===== src/hdl/ibuf_cfg.svh =====
`ifndef IBUF_CFG_SVH
`define IBUF_CFG_SVH

// ==================================================
// Instruction buffer sizing
// ==================================================

// Total entries, must divide evenly over the banks
`define IBUF_DEPTH 16

// One instruction word
`define IBUF_DATA_W 32

// Lanes per fetch group and per decode group
`define IBUF_WPORTS 4
`define IBUF_RPORTS 4

// One bank per lane on the wider side
`define IBUF_BANKS ((`IBUF_WPORTS > `IBUF_RPORTS) ? `IBUF_WPORTS : `IBUF_RPORTS)

`endif

===== src/hdl/ibuf_pkg.sv =====
`include "ibuf_cfg.svh"

package ibuf_pkg;

  // One instruction word
  typedef logic [`IBUF_DATA_W-1:0] inst_t;

  // Lane masks, bit 0 is the oldest word of a group
  typedef logic [`IBUF_WPORTS-1:0] wlane_mask_t;
  typedef logic [`IBUF_RPORTS-1:0] rlane_mask_t;

  // Lane counts, 0 up to the full group
  typedef logic [$clog2(`IBUF_WPORTS + 1)-1:0] wlane_cnt_t;
  typedef logic [$clog2(`IBUF_RPORTS + 1)-1:0] rlane_cnt_t;

  // Rotating bank index
  typedef logic [$clog2(`IBUF_BANKS)-1:0] bank_ptr_t;

endpackage


===== src/hdl/inst_buffer_top.sv =====
`timescale 1ns/1ns
`include "ibuf_cfg.svh"

module inst_buffer_top (
  input  logic                               clk,
  input  logic                               rst_n,
  input  logic                               flush_i,
  input  ibuf_pkg::wlane_mask_t              fetch_valid_i,
  input  ibuf_pkg::inst_t [`IBUF_WPORTS-1:0] fetch_data_i,
  output logic                               fetch_ready_o,
  output ibuf_pkg::rlane_mask_t              dec_valid_o,
  output ibuf_pkg::inst_t [`IBUF_RPORTS-1:0] dec_data_o,
  input  logic                               dec_ready_i
);

  // Packer to FIFO
  ibuf_pkg::wlane_mask_t              pk_valid;
  ibuf_pkg::inst_t [`IBUF_WPORTS-1:0] pk_data;
  logic                               pk_ready;

  // FIFO to latch
  ibuf_pkg::rlane_mask_t              rd_valid;
  ibuf_pkg::rlane_mask_t              rd_ready;
  ibuf_pkg::inst_t [`IBUF_RPORTS-1:0] rd_data;

  fetch_packer packer_i (
    .clk           (clk),
    .rst_n         (rst_n),
    .flush_i       (flush_i),
    .fetch_valid_i (fetch_valid_i),
    .fetch_data_i  (fetch_data_i),
    .fetch_ready_o (fetch_ready_o),
    .pk_valid_o    (pk_valid),
    .pk_data_o     (pk_data),
    .pk_ready_i    (pk_ready)
  );

  multi_port_fifo #(
    .DEPTH (`IBUF_DEPTH)
  ) fifo_i (
    .clk           (clk),
    .rst_n         (rst_n),
    .flush_i       (flush_i),
    .write_valid_i (pk_valid),
    .write_ready_o (pk_ready),
    .write_data_i  (pk_data),
    .read_valid_o  (rd_valid),
    .read_ready_i  (rd_ready),
    .read_data_o   (rd_data)
  );

  decode_latch latch_i (
    .clk         (clk),
    .rst_n       (rst_n),
    .flush_i     (flush_i),
    .rd_valid_i  (rd_valid),
    .rd_data_i   (rd_data),
    .rd_ready_o  (rd_ready),
    .dec_valid_o (dec_valid_o),
    .dec_data_o  (dec_data_o),
    .dec_ready_i (dec_ready_i)
  );

endmodule


===== src/hdl/decode_latch.sv =====
`timescale 1ns/1ns
`include "ibuf_cfg.svh"

module decode_latch (
  input  logic                               clk,
  input  logic                               rst_n,
  input  logic                               flush_i,
  input  ibuf_pkg::rlane_mask_t              rd_valid_i,
  input  ibuf_pkg::inst_t [`IBUF_RPORTS-1:0] rd_data_i,
  output ibuf_pkg::rlane_mask_t              rd_ready_o,
  output ibuf_pkg::rlane_mask_t              dec_valid_o,
  output ibuf_pkg::inst_t [`IBUF_RPORTS-1:0] dec_data_o,
  input  logic                               dec_ready_i
);

  logic load_en;

  // Take everything offered, or nothing while decode stalls
  assign load_en    = (dec_valid_o == '0) | dec_ready_i;
  assign rd_ready_o = {`IBUF_RPORTS{load_en}};

  always_ff @(posedge clk or negedge rst_n) begin
    if (!rst_n) begin
      dec_valid_o <= '0;
    end else if (flush_i) begin
      dec_valid_o <= '0;
    end else if (load_en) begin
      dec_valid_o <= rd_valid_i;
    end
  end

  // Invalid lanes may carry stale words
  always_ff @(posedge clk) begin
    if (load_en) begin
      dec_data_o <= rd_data_i;
    end
  end

  a_hold_stable: assert property (@(posedge clk) disable iff (!rst_n)
    ((|dec_valid_o) && !dec_ready_i && !flush_i) |=>
      ($stable(dec_valid_o) && $stable(dec_data_o)))
    else $error("decode_latch: group changed while stalled, valid=%b", dec_valid_o);

endmodule


===== src/hdl/fetch_packer.sv =====
`timescale 1ns/1ns
`include "ibuf_cfg.svh"

module fetch_packer (
  input  logic                               clk,
  input  logic                               rst_n,
  input  logic                               flush_i,
  input  ibuf_pkg::wlane_mask_t              fetch_valid_i,
  input  ibuf_pkg::inst_t [`IBUF_WPORTS-1:0] fetch_data_i,
  output logic                               fetch_ready_o,
  output ibuf_pkg::wlane_mask_t              pk_valid_o,
  output ibuf_pkg::inst_t [`IBUF_WPORTS-1:0] pk_data_o,
  input  logic                               pk_ready_i
);

  ibuf_pkg::wlane_cnt_t               lane_cnt;
  ibuf_pkg::wlane_mask_t              packed_valid;
  ibuf_pkg::inst_t [`IBUF_WPORTS-1:0] packed_data;
  logic                               load_en;
  logic                               fetch_fire;

  // Compaction, each valid lane drops to the count of valid lanes below it
  always_comb begin
    lane_cnt    = '0;
    packed_data = '0;
    for (int i = 0; i < `IBUF_WPORTS; i++) begin
      if (fetch_valid_i[i]) begin
        packed_data[lane_cnt] = fetch_data_i[i];
        lane_cnt = lane_cnt + ibuf_pkg::wlane_cnt_t'(1);
      end
    end
    for (int i = 0; i < `IBUF_WPORTS; i++) begin
      packed_valid[i] = (ibuf_pkg::wlane_cnt_t'(i) < lane_cnt);
    end
  end

  // Register is free when empty or draining this cycle
  assign load_en       = (pk_valid_o == '0) | pk_ready_i;
  assign fetch_ready_o = load_en;
  assign fetch_fire    = load_en & (|fetch_valid_i);

  always_ff @(posedge clk or negedge rst_n) begin
    if (!rst_n) begin
      pk_valid_o <= '0;
    end else if (flush_i) begin
      pk_valid_o <= '0;
    end else if (load_en) begin
      pk_valid_o <= packed_valid;
    end
  end

  always_ff @(posedge clk) begin
    if (fetch_fire) begin
      pk_data_o <= packed_data;
    end
  end

  a_pk_contig: assert property (@(posedge clk) disable iff (!rst_n)
    (pk_valid_o & (pk_valid_o + ibuf_pkg::wlane_mask_t'(1))) == '0)
    else $error("fetch_packer: packed mask %b has a hole", pk_valid_o);

endmodule


===== src/hdl/multi_port_fifo.sv =====
`timescale 1ns/1ns
`include "ibuf_cfg.svh"

module multi_port_fifo #(
  parameter int DEPTH = `IBUF_DEPTH
) (
  input  logic                                  clk,
  input  logic                                  rst_n,
  input  logic                                  flush_i,
  input  ibuf_pkg::wlane_mask_t                 write_valid_i,
  output logic                                  write_ready_o,
  input  ibuf_pkg::inst_t [`IBUF_WPORTS-1:0]    write_data_i,
  output ibuf_pkg::rlane_mask_t                 read_valid_o,
  input  ibuf_pkg::rlane_mask_t                 read_ready_i,
  output ibuf_pkg::inst_t [`IBUF_RPORTS-1:0]    read_data_o
);

  localparam int BANKS = `IBUF_BANKS;
  // Compare width that holds any bank index and any lane count
  localparam int IW = $bits(ibuf_pkg::bank_ptr_t) + 1;
  localparam int FW = $clog2(BANKS + 1);
  localparam logic [FW-1:0] FULL_LIMIT = FW'(BANKS - `IBUF_WPORTS);

  ibuf_pkg::wlane_cnt_t          write_num;
  ibuf_pkg::rlane_cnt_t          read_num;
  logic                          write_fire;
  logic [FW-1:0]                 full_cnt;
  logic [BANKS-1:0]              bank_push;
  logic [BANKS-1:0]              bank_pop;
  logic [BANKS-1:0]              bank_empty;
  logic [BANKS-1:0]              bank_full;
  ibuf_pkg::inst_t [BANKS-1:0]   bank_dout;

  // ==================================================
  // Word counts and write admission
  // ==================================================
  always_comb begin
    write_num = '0;
    for (int k = 0; k < `IBUF_WPORTS; k++) begin
      write_num = write_num + ibuf_pkg::wlane_cnt_t'(write_valid_i[k]);
    end
    read_num = '0;
    for (int k = 0; k < `IBUF_RPORTS; k++) begin
      read_num = read_num + ibuf_pkg::rlane_cnt_t'(read_valid_o[k] & read_ready_i[k]);
    end
    full_cnt = '0;
    for (int b = 0; b < BANKS; b++) begin
      full_cnt = full_cnt + FW'(bank_full[b]);
    end
  end

  // Room for a whole group, whatever its size
  assign write_ready_o = (full_cnt <= FULL_LIMIT);
  assign write_fire    = (|write_valid_i) & write_ready_o;

  // ==================================================
  // Banks
  // ==================================================
  for (genvar b = 0; b < BANKS; b++) begin : g_bank
    ibuf_pkg::bank_ptr_t wr_idx_q;
    ibuf_pkg::bank_ptr_t rd_idx_q;
    ibuf_pkg::inst_t     din;

    // Index is this bank's distance from the current head bank
    always_ff @(posedge clk or negedge rst_n) begin
      if (!rst_n) begin
        wr_idx_q <= ibuf_pkg::bank_ptr_t'(b);
        rd_idx_q <= ibuf_pkg::bank_ptr_t'(b);
      end else if (flush_i) begin
        wr_idx_q <= ibuf_pkg::bank_ptr_t'(b);
        rd_idx_q <= ibuf_pkg::bank_ptr_t'(b);
      end else begin
        if (write_fire) begin
          wr_idx_q <= wr_idx_q - ibuf_pkg::bank_ptr_t'(write_num);
        end
        rd_idx_q <= rd_idx_q - ibuf_pkg::bank_ptr_t'(read_num);
      end
    end

    assign bank_push[b] = write_fire & (IW'(wr_idx_q) < IW'(write_num));
    assign bank_pop[b]  = (IW'(rd_idx_q) < IW'(read_num));

    // Lane whose position matches this bank's index
    always_comb begin
      din = '0;
      for (int k = 0; k < `IBUF_WPORTS; k++) begin
        if (wr_idx_q == ibuf_pkg::bank_ptr_t'(k)) begin
          din = write_data_i[k];
        end
      end
    end

    bank_fifo #(
      .DEPTH (DEPTH / BANKS),
      .WIDTH ($bits(ibuf_pkg::inst_t))
    ) bank_i (
      .clk     (clk),
      .rst_n   (rst_n),
      .flush_i (flush_i),
      .push_i  (bank_push[b]),
      .pop_i   (bank_pop[b]),
      .data_i  (din),
      .data_o  (bank_dout[b]),
      .empty_o (bank_empty[b]),
      .full_o  (bank_full[b])
    );
  end

  // ==================================================
  // Read lanes
  // ==================================================
  for (genvar k = 0; k < `IBUF_RPORTS; k++) begin : g_rd_lane
    ibuf_pkg::bank_ptr_t idx_q;

    always_ff @(posedge clk or negedge rst_n) begin
      if (!rst_n) begin
        idx_q <= ibuf_pkg::bank_ptr_t'(k);
      end else if (flush_i) begin
        idx_q <= ibuf_pkg::bank_ptr_t'(k);
      end else begin
        idx_q <= idx_q + ibuf_pkg::bank_ptr_t'(read_num);
      end
    end

    assign read_valid_o[k] = ~bank_empty[idx_q];
    assign read_data_o[k]  = bank_dout[idx_q];
  end

  a_write_contig: assert property (@(posedge clk) disable iff (!rst_n)
    (write_valid_i & (write_valid_i + ibuf_pkg::wlane_mask_t'(1))) == '0)
    else $error("multi_port_fifo: write mask %b not contiguous", write_valid_i);

  // Banks stay in word order, so the offered lanes never have a hole
  a_read_contig: assert property (@(posedge clk) disable iff (!rst_n)
    ((read_valid_o & (read_valid_o + ibuf_pkg::rlane_mask_t'(1))) == '0) &&
    ((read_ready_i & (read_ready_i + ibuf_pkg::rlane_mask_t'(1))) == '0))
    else $error("multi_port_fifo: read valid %b ready %b not contiguous",
                read_valid_o, read_ready_i);

endmodule


===== src/hdl/bank_fifo.sv =====
`timescale 1ns/1ns
`include "ibuf_cfg.svh"

module bank_fifo #(
  parameter int DEPTH = `IBUF_DEPTH / `IBUF_BANKS,
  parameter int WIDTH = `IBUF_DATA_W
) (
  input  logic             clk,
  input  logic             rst_n,
  input  logic             flush_i,
  input  logic             push_i,
  input  logic             pop_i,
  input  logic [WIDTH-1:0] data_i,
  output logic [WIDTH-1:0] data_o,
  output logic             empty_o,
  output logic             full_o
);

  localparam int AW = (DEPTH > 1) ? $clog2(DEPTH) : 1;
  localparam int CW = $clog2(DEPTH + 1);

  logic [WIDTH-1:0] mem [DEPTH];
  logic [AW-1:0]    wr_ptr_q;
  logic [AW-1:0]    rd_ptr_q;
  logic [CW-1:0]    count_q;

  // Wrap at DEPTH, which need not be a power of two
  function automatic logic [AW-1:0] ptr_next(input logic [AW-1:0] ptr);
    logic [AW-1:0] nxt;
    if (ptr == AW'(DEPTH - 1)) begin
      nxt = '0;
    end else begin
      nxt = ptr + AW'(1);
    end
    return nxt;
  endfunction

  // Storage
  always_ff @(posedge clk) begin
    if (push_i) begin
      mem[wr_ptr_q] <= data_i;
    end
  end

  // Pointers and occupancy
  always_ff @(posedge clk or negedge rst_n) begin
    if (!rst_n) begin
      wr_ptr_q <= '0;
      rd_ptr_q <= '0;
      count_q  <= '0;
    end else if (flush_i) begin
      wr_ptr_q <= '0;
      rd_ptr_q <= '0;
      count_q  <= '0;
    end else begin
      if (push_i) begin
        wr_ptr_q <= ptr_next(wr_ptr_q);
      end
      if (pop_i) begin
        rd_ptr_q <= ptr_next(rd_ptr_q);
      end
      count_q <= count_q + CW'(push_i) - CW'(pop_i);
    end
  end

  // Head word straight out of the storage flops
  assign data_o  = mem[rd_ptr_q];
  assign empty_o = (count_q == '0);
  assign full_o  = (count_q == CW'(DEPTH));

  // Caller must respect the flags
  a_no_overrun: assert property (@(posedge clk) disable iff (!rst_n)
    !(push_i && full_o) && !(pop_i && empty_o))
    else $error("bank_fifo: push=%b full=%b pop=%b empty=%b",
                push_i, full_o, pop_i, empty_o);

endmodule


===== config.mk =====
export PLATFORM = sky130hd
export DESIGN_NAME = inst_buffer_top
export DESIGN_NICKNAME = d
export VERILOG_FILES = /design/src/hdl/ibuf_pkg.sv /design/src/hdl/inst_buffer_top.sv /design/src/hdl/decode_latch.sv /design/src/hdl/fetch_packer.sv /design/src/hdl/multi_port_fifo.sv /design/src/hdl/bank_fifo.sv
export VERILOG_INCLUDE_DIRS = /design/src /design/src/hdl
export SDC_FILE = /design/constraint.sdc
export NUM_CORES = 1
export LEC_CHECK = 0
export BUFFER_PORTS_ARGS = -buffer_cell sky130_fd_sc_hd__buf_2
export CORE_MARGIN = 2
export CORE_UTILIZATION = 25
export CTS_BUF_LIST = sky130_fd_sc_hd__clkbuf_16
export DETAILED_ROUTE_END_ITERATION = 12
export HOLD_SLACK_MARGIN = 0.1
export PLACE_DENSITY = 0.47
export SETUP_SLACK_MARGIN = 0.2
export SLEW_MARGIN = 40
export SYNTH_ARGS = -nofsm -noshare
export SYNTH_HDL_FRONTEND = slang
export SYNTH_SLANG_ARGS = --single-unit
export TNS_END_PERCENT = 20

===== constraint.sdc =====
create_clock -name clk -period 13 [get_ports clk]
set_input_delay 2.6 -clock clk [delete_from_list [all_inputs] [get_ports clk]]
set_output_delay 2.6 -clock clk [all_outputs]
set_load 0.02 [all_outputs]

==> results.toml, run 1 <==
[run_status]
status = "finished clean"

[logic_synthesis]
synth_edf_count = 768
synth-async-reset-ratio_pct = 7.25
ys_types = 55
syn-cell-area_um2 = 38400
yosysSeqAreaShare_pct = 64.0
ys_seq_elements = 828
syn_nets = 2644
avgSynthCellArea_um2 = 15.7
ys.flop_type = "edfxtp_1"
synth_top_area_share_pct = 60.0
synth_area_leaders = "edfxtp_1 60%, mux4_2 15%, a22oi_1 5.6%, nand2_1 3.3%, dfrtp_1 3.1%"
yosysWarnings = 0
synth_top_area_cell = "edfxtp_1"
netlist_instances = 2445

[global_route]
grt_pass1_wl_mm = 168
grt-ovfl-total = 0
grt_max_degree = 79
antenna_found_initial = 34
grt_pass1_vias = 22329
track_usage_pct = 14.6

[floorplanning]
rows = 143
die_h_um = 396
dieArea_um2 = 157000
fp.dieW_um = 396
coreArea_um2 = 152000
ios = 269
start_util_pct = 25.2

[timing]
period_share_pct = 49.4
min_period_ps = 6420
fin_ws_ps = 6580
finalSetupViolations = 0
worstMarginPinSlew_ps = 774
finalMaxSlewViolations = 0
max_freq_mhz = 156
whs_ps = 533
hold_viol = 0
timing.setup.tns_ps = 0
clock_skew_ps = 26.2
slew-limit-headroom_pct = 48.4
rsz0062_at_grt = "false"

[critical_path]
start_kind = "register"
slowest_delay_ps = 510
cp.arrival_ps = 3820
worstPathRequired_ps = 10400
slowest_stage = "nor3b_1"
critPathKind = "reg -> out"
worst-path-max-fanout = 6
endpoint_kind = "primary output"
crit_path_start = "fifo_i.g_bank[0].bank_i.count_q[1]$_DFF_PN0_"
rr_startpoint = "fifo_i.g_bank[1].bank_i.count_q[1]$_DFF_PN0_"
critPathMostFrequentCell = "inv_1"
cp_cell_sequence = "nor3b_1 -> ha_1 -> inv_1 -> fa_1 -> inv_1 -> ha_1 -> nor3b_1 -> nor2_1 -> inv_1 -> buf_2"
r2r_cells = 16

[clock_tree]
cts_buffers = 83
post-cts-setup-buffers = 0
cts_root_buf = "clkbuf_16"
cts_hold_buffers = 0
htreeDepth = 3
cts_sinks = 828
ctsResizeCount = 0
clk_latency_ps = 690
clock_path_buffers = 3
cts_tree = "yes"
clk_pin_slew_ps = 60

[flow_run]
maxCapViolCount = 0

[route]
num_vias = 22648
via_per_inst = 4.77
drtAntennaViolNets = 0
drtPass1Iterations = 6
drc = 0
drt-total-wl_mm = 116
drt_iter0_drc = 2079
wl_per_cell_um = 24.4

[pwr]
power-per-cell-area_nw_per_um2 = 284
irDropWorstVdd_mv = 0.170
leakage_nw = 15.3

[place]
place_congestion = 0.789
place_hpwl_mm = 84.9
portBuffers = 268
dp_slack_ps = 6600

[final_layout]
drive_above_1_share_pct = 27.8
final_nets = 2845
syn2layout_area_growth_pct = 15.7

[min_path]
hold_class = "reg -> reg"
holdCritStartpoint = "fifo_i.g_bank[0].bank_i.rd_ptr_q[1]$_DFFE_PN0P_"
whs_path_depth = 2
## metrics by stage
step	instances	cell area, um^2	utilization [%]	total power, W
detailed placement	4590	41900	27.5	0.0104
global route	4746	44500	29.2	0.0134
CTS	4736	44400	29.2	0.0128
finish	4747	44500	29.2	0.0126
global placement	4590	41800	27.4	0.0104
floorplan	2445	38400	-	0.00855
## layout make-up
class | count | area, um^2
inverters | 54 | 203
clock buffers | 84 | 2100
clock inverters | 62 | 453
repair buffers | 311 | 1700
diodes | 10 | 25.0
multi-input cells | 1368 | 12900
fillers | 15053 | 108000
well taps | 2030 | 2540
flip-flops and latches | 828 | 24600
## sequential cells by signal, indices dropped and copies added, names as in the netlist, 12 cells and up
register                      cells
fifo_i.g_bank.bank_i.mem        512
packer_i.pk_data_o              128
fifo_i.g_bank.bank_i.count_q     12
latch_i.dec_data_o              128
## cells in the mapped netlist (4+ instances only)
library cell  count
and2_1            9
dfstp_2          12
nor2_1           43
nor3_1            6
fa_1              7
nand2_1         334
clkbuf_1        127
ha_1             56
mux2_2            4
xor2_1           10
nand2b_1         10
mux2i_1           6
or3_1             4
buf_2            41
xnor2_1          15
buf_6            17
a221o_1          32
a22oi_1         288
a211o_1           4
nor3b_1           8
dfrtp_1          48
edfxtp_1        768
a21boi_0          4
inv_1            54
a21oi_1          17
buf_4             6
nand3_1          10
o21ai_0         111
mux4_2          259
o21ai_1          60
and3_1           20
nor2b_1          22
## worst max-delay path: cells and delay by family, from the launching register on
family,cells,cell delay (ps)
AND/OR/NAND/NOR,3,1320
flip-flops,1,430
buffers and inverters,4,570
adder cells (fa/ha/maj),3,830
## per-layer routing
layer  global-route usage [%]  part of all wire (%)  vias to the layer above
li1                         -                     -                    10160
met1                     21.6                    48                    11537
met2                     20.8                    43                      758
met3                     3.58                   7.1                      153
met4                     4.47                   2.3                       40
met5                        0                  0.19                        -
## path summary, 6_finish.rpt
kind                                                                   end  slack [ps]
min in group asynchronous     fifo_i.g_bank[3].bank_i.count_q[2]$_DFF_PN0_        2010
setup / recovery                                             fetch_ready_o        6580
max in group asynchronous         fifo_i.g_bank[2].wr_idx_q[0]$_DFFE_PN0P_       10500
hold / removal             fifo_i.g_bank[0].bank_i.rd_ptr_q[1]$_DFFE_PN0P_         530
setup reg to reg              fifo_i.g_bank[0].bank_i.count_q[2]$_DFF_PN0_        8460
hold reg to reg            fifo_i.g_bank[0].bank_i.rd_ptr_q[1]$_DFFE_PN0P_         530
## kinds of logic after synthesis
group                      synth area share [%]
AOI/OAI and AO/OA                          9.44
DFF                                        64.0
muxes                                      15.5
xor gates and xnor gates                  0.570
and+or+nand+nor                            5.35
buffers and inverters                      2.96
adders and majority gates                  2.27
## power breakdown
group / total (W) / switching, W / internal (W)
logic: 0.00548 / 0.00351 / 0.00197
clock network: 0.00230 / 0.00105 / 0.00125
registers: 0.00484 / 0.000431 / 0.00441
total: 0.0126 / 0.00500 / 0.00762
## cells in the final DEF (no fill, tap or decap), types with 5 or more instances in the layout
cell	netlist	layout
nand2b_1	10	10
a21oi_1	17	16
buf_2	41	268
fa_1	7	7
nor3b_1	8	8
ha_1	56	56
dfrtp_2	0	6
nand2_1	334	333
xnor2_1	15	15
nor2b_1	22	13
nand3_1	10	10
inv_6	0	5
clkbuf_16	0	84
nor2b_2	0	8
a22oi_1	288	288
and2_1	9	8
and3_4	0	18
diode_2	0	10
clkinv_2	0	12
edfxtp_1	768	768
nor3_1	6	6
a221o_1	32	32
mux4_2	259	259
buf_4	6	38
inv_1	54	71
clkinv_1	0	15
mux2i_1	6	6
dfstp_2	12	10
o21ai_0	111	111
xor2_1	10	10
nor2_1	43	39
dfrtp_1	48	42
o21ai_1	60	60
Power figures use the tool's default switching activity.
==> run 2: changes to the inputs <==
Settings changed: PLACE_DENSITY 0.47 to 0.48.
Clock period 13 ns to 5.9 ns, I/O delays scaled along.
==> results.toml, run 2 (synthesis gave the netlist of run 1 again) <==
[run_status]
status = "finished clean"

[critical_path]
critPathKind = "reg -> out"
cp.arrival_ps = 3490
start_kind = "register"
worstPathRequired_ps = 4720
crit_path_start = "fifo_i.g_bank[0].bank_i.count_q[1]$_DFF_PN0_"
rr_startpoint = "fifo_i.g_bank[1].bank_i.count_q[1]$_DFF_PN0_"
r2r_slack_ps = 1790
endpoint_kind = "primary output"
timing.rr.end = "fifo_i.g_bank[1].bank_i.count_q[1]$_DFF_PN0_"
worst-path-max-fanout = 6
endpoint = "fetch_ready_o"
r2r_cells = 16

[route]
drt_iter0_drc = 2299
drc = 0
drtPass1Iterations = 5
drtAntennaViolNets = 0
wl_per_cell_um = 24.4
num_vias = 22851
via_per_inst = 4.79
drt-total-wl_mm = 117

[final_layout]
fin_area_um2 = 44700
finish.utilization_pct = 29.4
final_nets = 2858
syn2layout_area_growth_pct = 16.4
layout_commonest_cell = "edfxtp_1"
top_register = "fifo_i.g_bank.bank_i.mem"
top_regs = "fifo_i.g_bank.bank_i.mem x512, latch_i.dec_data_o x128, packer_i.pk_data_o x128"
largest_reg_flops = 512
final_cell_mix = "768 x edfxtp_1, 333 x nand2_1, 288 x a22oi_1"
multi_input_area_um2 = 12900
register_area_um2 = 24600
drive_above_1_share_pct = 28.6
num-fill-cells = 15083

[place]
portBuffers = 268
place_area_um2 = 42000
place_hpwl_mm = 85.5
place_congestion = 0.821

[pwr]
p_sw_share_pct = 39.2
power_frac_seq_pct = 37.7
leakage_nw = 15.4
intPower_w = 0.0172
combPwrFrac_pct = 43.7
power-per-cell-area_nw_per_um2 = 631
power_w = 0.0282
power_frac_clock_pct = 18.6
irDropWorstVdd_mv = 0.446
p_sw_w = 0.0111

[min_path]
hold_class = "reg -> reg"
holdCritStartpoint = "fifo_i.g_bank[1].rd_idx_q[0]$_DFF_PN1_"

[global_route]
grt_max_degree = 70
grt-ovfl-total = 0
track_usage_pct = 14.7
antenna_found_initial = 32
grt_pass1_vias = 22613
grt_pass1_wl_mm = 169

[timing]
min_period_ps = 4670
clock_skew_ps = 23.7
whs_ps = 573
slew-limit-headroom_pct = 45.4
worstMarginPinSlew_ps = 817
hold_viol = 0
max_freq_mhz = 214
timing.setup.tns_ps = 0
rsz0062_at_grt = "false"
period_share_pct = 79.1
finalMaxSlewViolations = 0
finalSetupViolations = 0

[floorplanning]
start_util_pct = 25.2
fp.dieW_um = 396
ios = 269
rows = 143
die_h_um = 396
coreArea_um2 = 152000
dieArea_um2 = 157000

[clock_tree]
clock_path_buffers = 3
cts_sinks = 828
cts_root_buf = "clkbuf_16"
post-cts-setup-buffers = 0
cts_hold_buffers = 0
clk_pin_slew_ps = 70
cts_tree = "yes"
ctsResizeCount = 0
htreeDepth = 3
clk_latency_ps = 670
cts_buffers = 82

[flow_run]
maxCapViolCount = 0
## run 2: metal layers
metal  wire, um  vias to the layer above  GRT usage (%)
met4       2770                       34           4.41
li1           -                    10211              -
met5        197                        -              0
met1      55400                    11677           21.5
met3       7660                      152           3.47
met2      50600                      777           21.3
## run 2: area by class of cell
class	count	share of cell area, %
antenna	13	0.0727
clock buffer	85	4.75
clock inverter	67	1.26
inverter	54	0.453
multi-input combinational	1368	28.8
sequential	828	55.0
tap	2030	5.68
timing repair buffer	325	4.04
## run 2: worst min-delay path by stage
| stage | end | depth (start not counted) |
|---|---|---|
| floorplan | packer_i.pk_valid_o[1]$_DFFE_PN0P_ | 2 |
| global placement | fifo_i.g_bank[3].rd_idx_q[0]$_DFF_PN1_ | 3 |
| detailed placement | fifo_i.g_bank[1].rd_idx_q[0]$_DFF_PN1_ | 3 |
| CTS | fifo_i.g_bank[1].rd_idx_q[0]$_DFF_PN1_ | 3 |
| global route | fifo_i.g_bank[1].rd_idx_q[0]$_DFF_PN1_ | 3 |
| finish | fifo_i.g_bank[1].rd_idx_q[0]$_DFF_PN1_ | 3 |
## run 2: power by group through the flow
stage	Clock [W]	Combinational [W]	Sequential [W]
floorplan	0	0.00778	0.0111
global placement	0	0.0123	0.0108
detailed placement	0	0.0124	0.0108
CTS	0.00541	0.0125	0.0107
global route	0.00563	0.0135	0.0108
finish	0.00526	0.0123	0.0106
## run 2: critical path, cell delays in order, from the launching register on
cell,delay (ps)
dfrtp_1,430
nor3b_1,390
ha_1,210
inv_1,50
fa_1,400
inv_1,70
ha_1,230
nor3b_1,380
nor2_1,240
inv_1,180
buf_2,250
## run 2: through the flow
step           cells  worst slack (ps)
4_1_cts         4756              1200
2_1_floorplan   2445             -2300
3_5_place_dp    4604              1440
3_3_place_gp    4604              1350
6_report        4770              1230
5_1_grt         4766              1080
